[config.mk]
export PLATFORM = sky130hd
export DESIGN_NAME = level_meter_top
export DESIGN_NICKNAME = d
export VERILOG_FILES = /design/src/log2_pkg.sv /design/src/meter_pkg.sv /design/src/log2_if.sv /design/src/energy_accum.sv /design/src/level_meter_top.sv /design/src/log2_arbiter.sv /design/src/log2_pipe.sv
export VERILOG_INCLUDE_DIRS = /design/src
export SDC_FILE = /design/constraint.sdc
export NUM_CORES = 2
export LEC_CHECK = 0
export CAP_MARGIN = 20
export CORE_MARGIN = 1
export CORE_UTILIZATION = 45
export CTS_CLUSTER_SIZE = 20
export DETAILED_ROUTE_END_ITERATION = 12
export DONT_BUFFER_PORTS = 1
export PLACE_DENSITY = 0.68
export SKIP_LAST_GASP = 1
export SLEW_MARGIN = 5
export SYNTH_ARGS = -nofsm -noshare
export SYNTH_HDL_FRONTEND = slang
export SYNTH_SLANG_ARGS = --single-unit
[constraint.sdc]
create_clock -name clk -period 22.4 [get_ports clk]
set_input_delay 2.24 -clock clk [delete_from_list [all_inputs] [get_ports clk]]
set_output_delay 2.24 -clock clk [all_outputs]
set_load 0.02 [all_outputs]
[src/level_meter_defs.svh]
/*
  Build-time sizing for the level meter. The window length and channel count
  are fixed at compile time. The arbiter sizes its credit counter from the
  credit depth, so any depth of one or more fits.
*/

`ifndef LEVEL_METER_DEFS_SVH
`define LEVEL_METER_DEFS_SVH

//////////////////////////////
// Channel layout
//////////////////////////////

// Number of peer accumulators sharing the log pipeline
`define LM_CHANNELS 4

//////////////////////////////
// Window and flow control
//////////////////////////////

// Window of 2**6 = 64 samples per mean square
`define LM_WIN_LOG2 6

// Results the consumer can absorb without returning a credit
// Also the credit count loaded on reset
`define LM_CREDITS 4

`endif

[src/log2_pkg.sv]
/*
  Types for the base-2 log datapath. Operands are unsigned 32-bit values.
  Results are 5.4 fixed point, so the fraction resolution is 1/16.
*/

`default_nettype none

package log2_pkg;

  // Value to convert, a mean square in this design
  typedef logic [31:0] log2_operand_t;

  // 5.4 result, exp is the position of the leading one
  typedef struct packed {
    logic [4:0] exp;
    logic [3:0] frac;
  } log2_result_t;

  // Fraction table, 16 * log2(1 + f/32) rounded, top entries capped at 15
  // Entry 28 held at 14 so the curve stays monotonic without a jump
  localparam logic [3:0] LOG2_FRAC_LUT [32] = '{
    4'd0,  4'd1,  4'd1,  4'd2,  4'd3,  4'd3,  4'd4,  4'd5,
    4'd5,  4'd6,  4'd6,  4'd7,  4'd7,  4'd8,  4'd8,  4'd9,
    4'd9,  4'd10, 4'd10, 4'd11, 4'd11, 4'd12, 4'd12, 4'd13,
    4'd13, 4'd13, 4'd14, 4'd14, 4'd14, 4'd15, 4'd15, 4'd15
  };

endpackage

`default_nettype wire

[src/meter_pkg.sv]
/*
  Types for the meter side. Widths follow the channel count and window
  length in the defs header.
*/

`default_nettype none

`include "level_meter_defs.svh"

package meter_pkg;

  // Channel index, 2 bits for four channels
  typedef logic [$clog2(`LM_CHANNELS)-1:0] chan_t;

  // Sum of squares over one window
  // 16-bit square peaks at 2**30, plus 6 bits of window growth
  typedef logic [30+`LM_WIN_LOG2:0] accum_t;

endpackage

`default_nettype wire
[src/log2_if.sv]
/*
  Request and tagged-response link around the log pipeline. The issuer owns
  the request side, the converter the response side. Sink is read-only for
  whoever consumes results.
*/

`default_nettype none

`include "level_meter_defs.svh"

interface log2_if
  import log2_pkg::*;
();

  localparam int TAG_W = $clog2(`LM_CHANNELS);

  // Request side
  logic              req_valid;
  log2_operand_t     req_operand;
  logic [TAG_W-1:0]  req_chan;

  // Response side, tag travels with the result
  logic              resp_valid;
  log2_result_t      resp_result;
  logic [TAG_W-1:0]  resp_chan;

  modport issuer (output req_valid, req_operand, req_chan);

  modport converter (
    input  req_valid, req_operand, req_chan,
    output resp_valid, resp_result, resp_chan
  );

  modport sink (input resp_valid, resp_result, resp_chan);

endinterface

`default_nettype wire

[src/energy_accum.sv]
/*
  One channel's sum of squares over a fixed window. Holds a single pending
  mean square; a newer window overwrites it and sets the sticky overrun.
  Only rst clears overrun. Nothing moves while run is low.
*/

`default_nettype none

`include "level_meter_defs.svh"

module energy_accum
  import log2_pkg::*;
  import meter_pkg::*;
(
  input  logic               clk,
  input  logic               rst,
  input  logic               run,
  input  logic               sample_valid,
  input  logic signed [15:0] sample,
  input  logic               grant,
  output logic               pending,
  output log2_operand_t      mean_sq,
  output logic               overrun
);

  logic [`LM_WIN_LOG2-1:0] count;
  accum_t                  sum;
  accum_t                  sum_next;
  logic signed [31:0]      square;
  logic                    take;
  logic                    win_end;

  // Square is never negative, peak 2**30 at -32768
  assign square   = sample * sample;
  assign sum_next = sum + accum_t'($unsigned(square));

  // Sample counted only while running
  assign take    = run && sample_valid;
  // Window closes on the 64th counted sample
  assign win_end = take && (count == '1);

  //////////////////////////////
  // Sum and window counter
  //////////////////////////////

  always_ff @(posedge clk) begin
    if (rst) begin
      sum   <= '0;
      count <= '0;
    end else if (take) begin
      // Counter wraps to zero at window end
      count <= count + 1'b1;
      sum   <= win_end ? '0 : sum_next;
    end
  end

  // Divide by window length with a plain shift
  always_ff @(posedge clk) begin
    if (win_end) begin
      mean_sq <= log2_operand_t'(sum_next >> `LM_WIN_LOG2);
    end
  end

  //////////////////////////////
  // Pending handshake
  //////////////////////////////

  // Grant in the same edge as a new window still takes the old value,
  // so that case is not an overrun
  always_ff @(posedge clk) begin
    if (rst) begin
      pending <= 1'b0;
      overrun <= 1'b0;
    end else if (run) begin
      if (win_end) begin
        pending <= 1'b1;
        overrun <= overrun | (pending & ~grant);
      end else if (grant) begin
        pending <= 1'b0;
      end
    end
  end

endmodule

`default_nettype wire

[src/level_meter_top.sv]
/*
  Four-channel power meter. Results come out as 5.4 log2 of the windowed
  mean square, tagged by channel. The consumer must take every out_valid
  and return one credit per result; there is no output buffer.
*/

`default_nettype none

`include "level_meter_defs.svh"

module level_meter_top
  import log2_pkg::*;
  import meter_pkg::*;
(
  input  logic                       clk,
  input  logic                       rst,
  input  logic                       run,
  input  logic [`LM_CHANNELS-1:0]    sample_valid,
  input  logic [`LM_CHANNELS*16-1:0] sample_data,
  input  logic                       credit_return,
  output logic                       out_valid,
  output chan_t                      out_chan,
  output logic [8:0]                 out_log,
  output logic [`LM_CHANNELS-1:0]    overrun
);

  // Accumulator to arbiter handshake
  logic [`LM_CHANNELS-1:0] pending;
  logic [`LM_CHANNELS-1:0] grant;
  log2_operand_t           mean_sq [`LM_CHANNELS];

  log2_if log_bus ();

  //////////////////////////////
  // Channel accumulators
  //////////////////////////////

  // Channel ch owns sample_data[ch*16 +: 16]
  for (genvar ch = 0; ch < `LM_CHANNELS; ch++) begin : g_chan
    energy_accum u_accum (
      .clk          (clk),
      .rst          (rst),
      .run          (run),
      .sample_valid (sample_valid[ch]),
      .sample       (sample_data[ch*16 +: 16]),
      .grant        (grant[ch]),
      .pending      (pending[ch]),
      .mean_sq      (mean_sq[ch]),
      .overrun      (overrun[ch])
    );
  end

  // Shared conversion path
  log2_arbiter u_arbiter (
    .clk           (clk),
    .rst           (rst),
    .run           (run),
    .credit_return (credit_return),
    .pending       (pending),
    .mean_sq       (mean_sq),
    .grant         (grant),
    .issue         (log_bus.issuer)
  );

  log2_pipe u_log2 (
    .clk  (clk),
    .rst  (rst),
    .run  (run),
    .conv (log_bus.converter)
  );

  // Response side of the bus drives the ports directly
  assign out_valid = log_bus.resp_valid;
  assign out_chan  = log_bus.resp_chan;
  assign out_log   = log_bus.resp_result;

endmodule

`default_nettype wire

[src/log2_arbiter.sv]
/*
  Round-robin issue of pending channels to the log pipeline. A channel is
  granted only while run is high and a credit is held. Credit returns are
  counted even while run is low, so none are lost during a freeze.
*/

`default_nettype none

`include "level_meter_defs.svh"

module log2_arbiter
  import log2_pkg::*;
  import meter_pkg::*;
(
  input  logic                    clk,
  input  logic                    rst,
  input  logic                    run,
  input  logic                    credit_return,
  input  logic [`LM_CHANNELS-1:0] pending,
  input  log2_operand_t           mean_sq [`LM_CHANNELS],
  output logic [`LM_CHANNELS-1:0] grant,
  log2_if.issuer                  issue
);

  localparam int CRED_W = $clog2(`LM_CREDITS + 1);

  chan_t             ptr;
  chan_t             winner;
  logic              found;
  logic              fire;
  logic [CRED_W-1:0] credits;

  //////////////////////////////
  // Round-robin pick
  //////////////////////////////

  // Scan downward so the channel nearest the pointer is written last
  always_comb begin
    chan_t cand;
    winner = ptr;
    found  = 1'b0;
    for (int i = `LM_CHANNELS - 1; i >= 0; i--) begin
      cand = chan_t'((int'(ptr) + i) % `LM_CHANNELS);
      if (pending[cand]) begin
        winner = cand;
        found  = 1'b1;
      end
    end
  end

  // Issue needs a candidate, a credit and a running meter
  assign fire  = found && (credits != '0) && run;
  // One-hot, the accumulator drops pending on this edge
  assign grant = fire ? (`LM_CHANNELS'(1) << winner) : '0;

  //////////////////////////////
  // Request register
  //////////////////////////////

  always_ff @(posedge clk) begin
    if (rst) begin
      issue.req_valid <= 1'b0;
      ptr             <= '0;
    end else if (run) begin
      issue.req_valid <= fire;
      if (fire) begin
        // Next search starts just past the winner
        ptr <= chan_t'((int'(winner) + 1) % `LM_CHANNELS);
      end
    end
  end

  // Payload only loads on an issue
  always_ff @(posedge clk) begin
    if (fire) begin
      issue.req_operand <= mean_sq[winner];
      issue.req_chan    <= winner;
    end
  end

  //////////////////////////////
  // Credit counter
  //////////////////////////////

  // Issue and return together cancel out
  // Return at full count is ignored so the counter stays bounded
  always_ff @(posedge clk) begin
    if (rst) begin
      credits <= CRED_W'(`LM_CREDITS);
    end else begin
      case ({fire, credit_return})
        2'b10: credits <= credits - 1'b1;
        2'b01: begin
          if (credits != CRED_W'(`LM_CREDITS)) begin
            credits <= credits + 1'b1;
          end
        end
        default: credits <= credits;
      endcase
    end
  end

endmodule

`default_nettype wire

[src/log2_pipe.sv]
/*
  Three-stage base-2 log. A request launched by the issuer at edge k shows
  up on the response after edge k+3, counting run-high cycles only. No
  stall besides run; three requests may be in flight.
*/

`default_nettype none

`include "level_meter_defs.svh"

module log2_pipe
  import log2_pkg::*;
(
  input  logic      clk,
  input  logic      rst,
  input  logic      run,
  log2_if.converter conv
);

  localparam int TAG_W = $clog2(`LM_CHANNELS);

  // Stage 1 combinational
  logic [4:0]        msb_pos;
  logic [30:0]       low_mask;

  // Stage 1 registers
  logic [4:0]        exp_s1;
  logic [30:0]       below_s1;

  // Stage 2 combinational and registers
  logic [30:0]       aligned;
  logic [4:0]        exp_s2;
  logic [4:0]        idx_s2;

  // Stage 3 register
  log2_result_t      result_q;

  // Tag and valid shift, one slot per stage
  logic [2:0]        valid_q;
  logic [TAG_W-1:0]  chan_q [3];

  //////////////////////////////
  // Stage 1, priority encoder
  //////////////////////////////

  // Highest set bit wins, since the loop runs upward
  always_comb begin
    msb_pos = 5'd0;
    for (int b = 0; b < 32; b++) begin
      if (conv.req_operand[b]) begin
        msb_pos = 5'(b);
      end
    end
  end

  // Keeps only bits under the leading one
  // At position 31 the shift wraps to zero, so the mask is all ones
  assign low_mask = (31'd1 << msb_pos) - 31'd1;

  always_ff @(posedge clk) begin
    if (run) begin
      exp_s1   <= msb_pos;
      below_s1 <= conv.req_operand[30:0] & low_mask;
    end
  end

  //////////////////////////////
  // Stage 2, normalizing shift
  //////////////////////////////

  // Bit just under the leading one lands on bit 30
  // Small operands pull zeros in from below
  assign aligned = below_s1 << (5'd31 - exp_s1);

  always_ff @(posedge clk) begin
    if (run) begin
      exp_s2 <= exp_s1;
      idx_s2 <= aligned[30:26];
    end
  end

  //////////////////////////////
  // Stage 3, fraction table
  //////////////////////////////

  // Operands 0 and 1 both end at exp 0, index 0
  always_ff @(posedge clk) begin
    if (run) begin
      result_q.exp  <= exp_s2;
      result_q.frac <= LOG2_FRAC_LUT[idx_s2];
    end
  end

  // Valid needs reset, tags just follow along
  always_ff @(posedge clk) begin
    if (rst) begin
      valid_q <= '0;
    end else if (run) begin
      valid_q <= {valid_q[1:0], conv.req_valid};
    end
  end

  always_ff @(posedge clk) begin
    if (run) begin
      chan_q[0] <= conv.req_chan;
      chan_q[1] <= chan_q[0];
      chan_q[2] <= chan_q[1];
    end
  end

  // Response straight from stage 3
  assign conv.resp_valid  = valid_q[2];
  assign conv.resp_result = result_q;
  assign conv.resp_chan   = chan_q[2];

endmodule

`default_nettype wire

* After elaboration in Yosys (flattened, before gate mapping) *
Memories as Yosys holds them, arrays and structs flattened. A register that Yosys moved wholly into a read port is not among the register bits.
Cells that the tools add are included.

operators by class
  add/subtract/negate cells = 16
  $mul = 4
  $lt $le $gt $ge = 5
  equality and inequality tests = 8
  shift-type cells = 3
  mux-type cells = 67
  bitwise gates (word level) = 15
  reductions and logical operators = 26

operators by type and width
  kind                   number
  $add 37x32->37         4
  $mux 37                4
  $mul 16x16->32         4
  $mux 5                 16
  $bmux 32 s2            1
  $mux 32                2
  $mux 4                 9
  $and 31x31->31         1
  $shl 1x5->31 const A   1
  $shl 31x5->31          1
  $sub 31x1->31 const B  1
  $add 6x1->6 const B    4
  $eq 6x6->1 const B     4
  $reduce_and 2->1       10
  $mux 1                 19
  $mux 3                 5
  $lt 2x3->1 const B     4
  $mux 2                 6
  $logic_and 1x1->1      10
  $reduce_bool 2->1      5
  $bmux 1 s2             4
  $not 5->6              1
  $pmux 3 s2             1
  $sub 5x5->5 const A    1
  other kinds (15)       26

storage, ports and cells
  bits in registers = 398
  memory bits (writable) = 6
  bits in read-only memories = 128
  input bits = 72
  memories = 2

memories
  name              words  width  rd ports  clocked after Yosys merged registers in  write ports  RTL line         source
  (name not given)  32     4      1         1                                        0            log2_pipe.sv:90  result_q.frac <= LOG2_FRAC_LUT[idx_s2];
  u_log2.chan_q     3      2      3         0                                        3            log2_pipe.sv:40  logic [TAG_W-1:0] chan_q [3];

* Depth between registers and ports, before layout *
  word-level depth = 34
  depth in mapped cells = 39
  depth with buffers taken out = 36

* Modules after synthesis *
From an unflattened synthesis, not the netlist that was laid out.

second synthesis, totals
  cells, all modules = 6498
  area total of the unflattened synthesis = 60212.7 µm²

by module, submodules not included
  module                             instances  cells each  area each (µm²)  seq. area each (µm²)
  energy_accum at g_chan[0].u_accum  1          1469        13545.5          1831.8
  energy_accum at g_chan[1].u_accum  1          1474        13519.2          1831.8
  energy_accum at g_chan[2].u_accum  1          1464        13315.3          1831.8
  energy_accum at g_chan[3].u_accum  1          1432        13216.4          1831.8
  log2_pipe                          1          376         4090.2           1891.8
  log2_arbiter                       1          283         2526.2           1141.1

* Worst setup path after synthesis *
No wires, ideal clock.

  path type = input-to-reg
  start point = input port sample_data[49]
  end point = register g_chan[3].u_accum.sum[33]
  library setup time = 0.116 ns
  data arrival time = 10.023 ns
  required time = 22.284 ns
  slack = 12.261 ns
  stages on the path = 33
  path buffers = 2
  cells stage by stage = clkbuf_1 > clkbuf_1 > nand2_1 > fa_1 > inv_1 > fa_1 > inv_1 > fa_1 > inv_1 > fa_1 > inv_1 > fa_1 > inv_1 > fa_1 > ha_1 > and2_1 > a2111oi_2 > nand2_1 > o221a_2 > a21o_1 > a21oi_1 > xnor2_1 > ha_1 > a211o_1 > a21oi_1 > a211oi_1 > o31a_1 > o41ai_2 > a21boi_2 > a31o_2 > o21ai_1 > o41ai_1 > a41o_1

between the ends
  word-level cells in the longest chain between the ends = 3

RTL lines
  what                  RTL line               source
  from (decl)           level_meter_top.sv:19  input logic [`LM_CHANNELS*16-1:0] sample_data,
  $mul 16x16->32        energy_accum.sv:34     assign square = sample * sample;
  $add 37x32->37        energy_accum.sv:35     assign sum_next = sum + accum_t'($unsigned(square));
  $mux 37               energy_accum.sv:53     sum <= win_end ? '0 : sum_next;
  to (signal assigned)  energy_accum.sv:53
  to (decl)             energy_accum.sv:27     accum_t sum;

No other way between the ends.
A chain may end at the register's enable or synchronous reset.

* Worst setup path after layout *
  start point = input port sample_data[15]
  end point = register g_chan[0].u_accum.sum[34]

between the ends
  word-level cells in the longest chain between the ends = 3

RTL lines
  what                  RTL line
  $mul 16x16->32        energy_accum.sv:34
  $add 37x32->37        energy_accum.sv:35
  $mux 37               energy_accum.sv:53
  to (signal assigned)  energy_accum.sv:53
  to (decl)             energy_accum.sv:27

No other way between the ends.

==> key figures <==
STA
  – Final Critical Period: 9.94 ns
  – Tcrit/Tclk final: about 44%
  – Fmax: 101 MHz
  – Hold Fails Final Rpt: 0
  – Fin Setup TNS: 0 ns
  – Slew @ Worst Pin: 1.09 ns
  – Worst Skew: between 0.015 and 0.02 ns
  – Count of final setup violators: 0
  – WHS: 0.417 ns
  – Slew HR: 27.1%
  – Slew Limit Fails: 0
  – RSZ-0062 raised after global routing: no

GRT
  – Initial antenna violation count: 1
  – First-pass GRT wire length: about 220000 µm
  – Vias in the first global route: approximately 44000
  – Total global-route track usage: about a fifth
  – Global route overflow: 0
  – Pin count of the biggest net entering global routing: roughly 160

Run status
  – Outcome: finished, final reports clean

CTS
  – H-tree depth: 2
  – Post-CTS sizing: 0
  – Clk_lat worst skew: roughly 0.59 ns
  – CTS Sinks: a little over 400
  – TritonCTS Buffers: 43
  – CTS Root Cell: clkbuf_16
  – Post-CTS Setup Repair Bufs: 0
  – Reg clk slew, reported paths: 0.07 ns
  – Clk buf depth: 3
  – # hold bufs at CTS: 0
  – CTS tree: done

Cells and area
  – Multi-input gate area: 42300 µm²
  – FILL cells: 11889
  – Share of cells above drive strength 1: about 2.8%
  – Register area: a little over 10000 µm²
  – Synth-to-layout area growth: 5.42%
  – Final net count: roughly 7600
  – Finished Layout Cells: 7829

Worst setup path
  – CP max stage delay: slightly below 0.8 ns
  – Slowest cell on crit path: fa_1
  – Worst-path fanout max: 22
  – Worst setup SP type: input port
  – Critical path class: in2reg
  – Worst R2R Start: u_arbiter.issue.req_operand[5]
  – Crit path launch: sample_data[15]
  – CP most frequent cell: fa_1
  – Worst EP arrival: 10.45 ns
  – Data required time of the worst path: around 23 ns
  – Kind of end point of the critical path: flip-flop

Yosys
  – Mean Syn Cell Area: 9.42 µm²
  – Post-synth EDFFs: 218
  – Synth Flop Type: edfxtp_1
  – Synth cell types: between 80 and 90
  – Syn_nets: 7704
  – Sequential fraction of the synthesis area: 17.7%
  – Cells after synthesis: about 6200
  – Yosys warning total: 0
  – Mapped Area: between 50000 and 60000 µm²
  – Asr flop ratio synth: 0%
  – #FFs+latches synth: just over 400

Die
  – # rows: 131
  – Core area: approximately 130000 µm²
  – Die ar.: 131000 µm²
  – Chip height: between 300 and 400 µm
  – Width of the die: 362 µm
  – IO Pins: 88
  – Initial core utilization: 45.5%

Drt
  – DR WL/cell: ~17 µm
  – Drt initial violations: about 2700
  – DR pass1 iterations: 5
  – Post-DRT Antenna Nets: 0
  – # DRC: 0
  – Vias per cell: approximately 5.3
  – Via count: roughly 40000
  – Total Wirelength: 132000 µm

Place
  – Placer congestion estimate: a little over 0.9
  – Placed insts: ~7700
  – Port Buf Inserts: 0
  – Post-DP HPWL: 108000 µm

Worst hold path
  – HP Class: reg2reg
  – Min-delay src: u_log2.chan_q[0][0]

Run
  – Max-cap violations: 0
## worst paths after layout
check	to	slack, ns	depth (start not counted)
worst min-delay path	u_log2.chan_q[0][2]	0.42	0
worst max-delay path	g_chan[0].u_accum.sum[34]	12.46	29
worst max register to register	u_log2.below_s1[24]	17.64	13
worst min register to register	u_log2.chan_q[0][2]	0.42	0
## registers in the layout, summed over array words and instances (netlist names), 6 cells and up
register	flops
u_log2.below_s1	31
g_chan.u_accum.count	24
u_log2.chan_q	6
u_log2.conv.resp_result	9
u_arbiter.issue.req_operand	31
g_chan.u_accum.sum	148
g_chan.u_accum.mean_sq	124
## routing by layer
layer  global-route usage [%]  vias up  share of wire, %
met2                     37.1      818                51
met1                     26.5    20754                42
met5                        0        -                 0
met4                     5.20        0               2.4
met3                     2.17      185               4.4
li1                         -    19469                 -
## cell usage after synthesis (13+ instances only)
cell type,count,area [µm²]
ha_1,484,6060
mux2i_1,16,160
a21oi_1,225,1130
fa_1,963,19300
a22o_1,26,228
or3_1,15,93.8
or2_2,15,93.8
nor3_1,52,260
nor4_1,16,100
xor2_1,89,780
o21ai_1,22,110
inv_1,1303,4890
xnor2_1,218,1910
nand2b_1,56,350
nand3_1,94,470
dfxtp_1,189,3780
nand2_1,568,2130
nor2b_1,35,219
and3_1,55,344
o21bai_1,16,120
o21a_1,47,353
a21o_1,92,691
clkbuf_1,159,597
edfxtp_1,218,6550
o31ai_1,17,128
mux4_2,24,541
buf_1,13,48.8
and2_1,228,1430
a22oi_1,84,631
a31oi_1,65,407
nor2_1,374,1400
nand4_1,26,163
a211oi_1,33,248
o211ai_1,13,97.6
o21ai_0,121,606
## stage by stage
stage | utilization [%] | instance area [µm²] | setup WS, ns
after detailed placement | 46.7 | 59800 | 11.86
final | 48.0 | 61400 | 12.46
after floorplan | - | 58200 | 12.26
after global routing | 48.0 | 61400 | 11.81
after CTS | 47.9 | 61400 | 12.46
after global placement | 46.7 | 59800 | 11.95
## critical path, delay by kind of cell
family                     cells  cell delay, ns
and+or+nand+nor                6            1.00
buffers and inverters          5            0.54
adders and majority gates      8            4.01
AOI/OAI and AO/OA              9            2.31
xor gates and xnor gates       1            0.33
## placed cells by master, fill, tap and decap left out, drive strengths merged, types with 189 or more instances in the layout
master | Yosys | final
nand2 | 568 | 568
dfxtp | 189 | 189
a21oi | 226 | 226
ha | 484 | 484
xnor2 | 218 | 218
and2 | 230 | 230
nor2 | 374 | 374
inv | 1309 | 1314
edfxtp | 218 | 218
fa | 963 | 963
## layout make-up
| type | instances | share of cell area, % |
|---|---|---|
| antenna | 2 | 0.00815 |
| clock buffer | 48 | 1.82 |
| clock inverter | 32 | 0.723 |
| inverter | 1312 | 8.02 |
| multi-input combinational | 4283 | 68.9 |
| sequential | 407 | 16.8 |
| tap | 1729 | 3.52 |
| timing repair buffer | 16 | 0.222 |
## cell families after synthesis
logic type	count (synthesis)	share of synthesized area, %
muxes	48	1.36
buffers and inverters	1495	9.69
AOI/OAI and AO/OA	912	10.5
xor gates and xnor gates	307	4.62
DFF	407	17.7
and+or+nand+nor	1569	12.6
adders and majority gates	1447	43.5
Power is not shown: default switching activity piles up to over one toggle a cycle in this logic, so the estimate is an artifact.
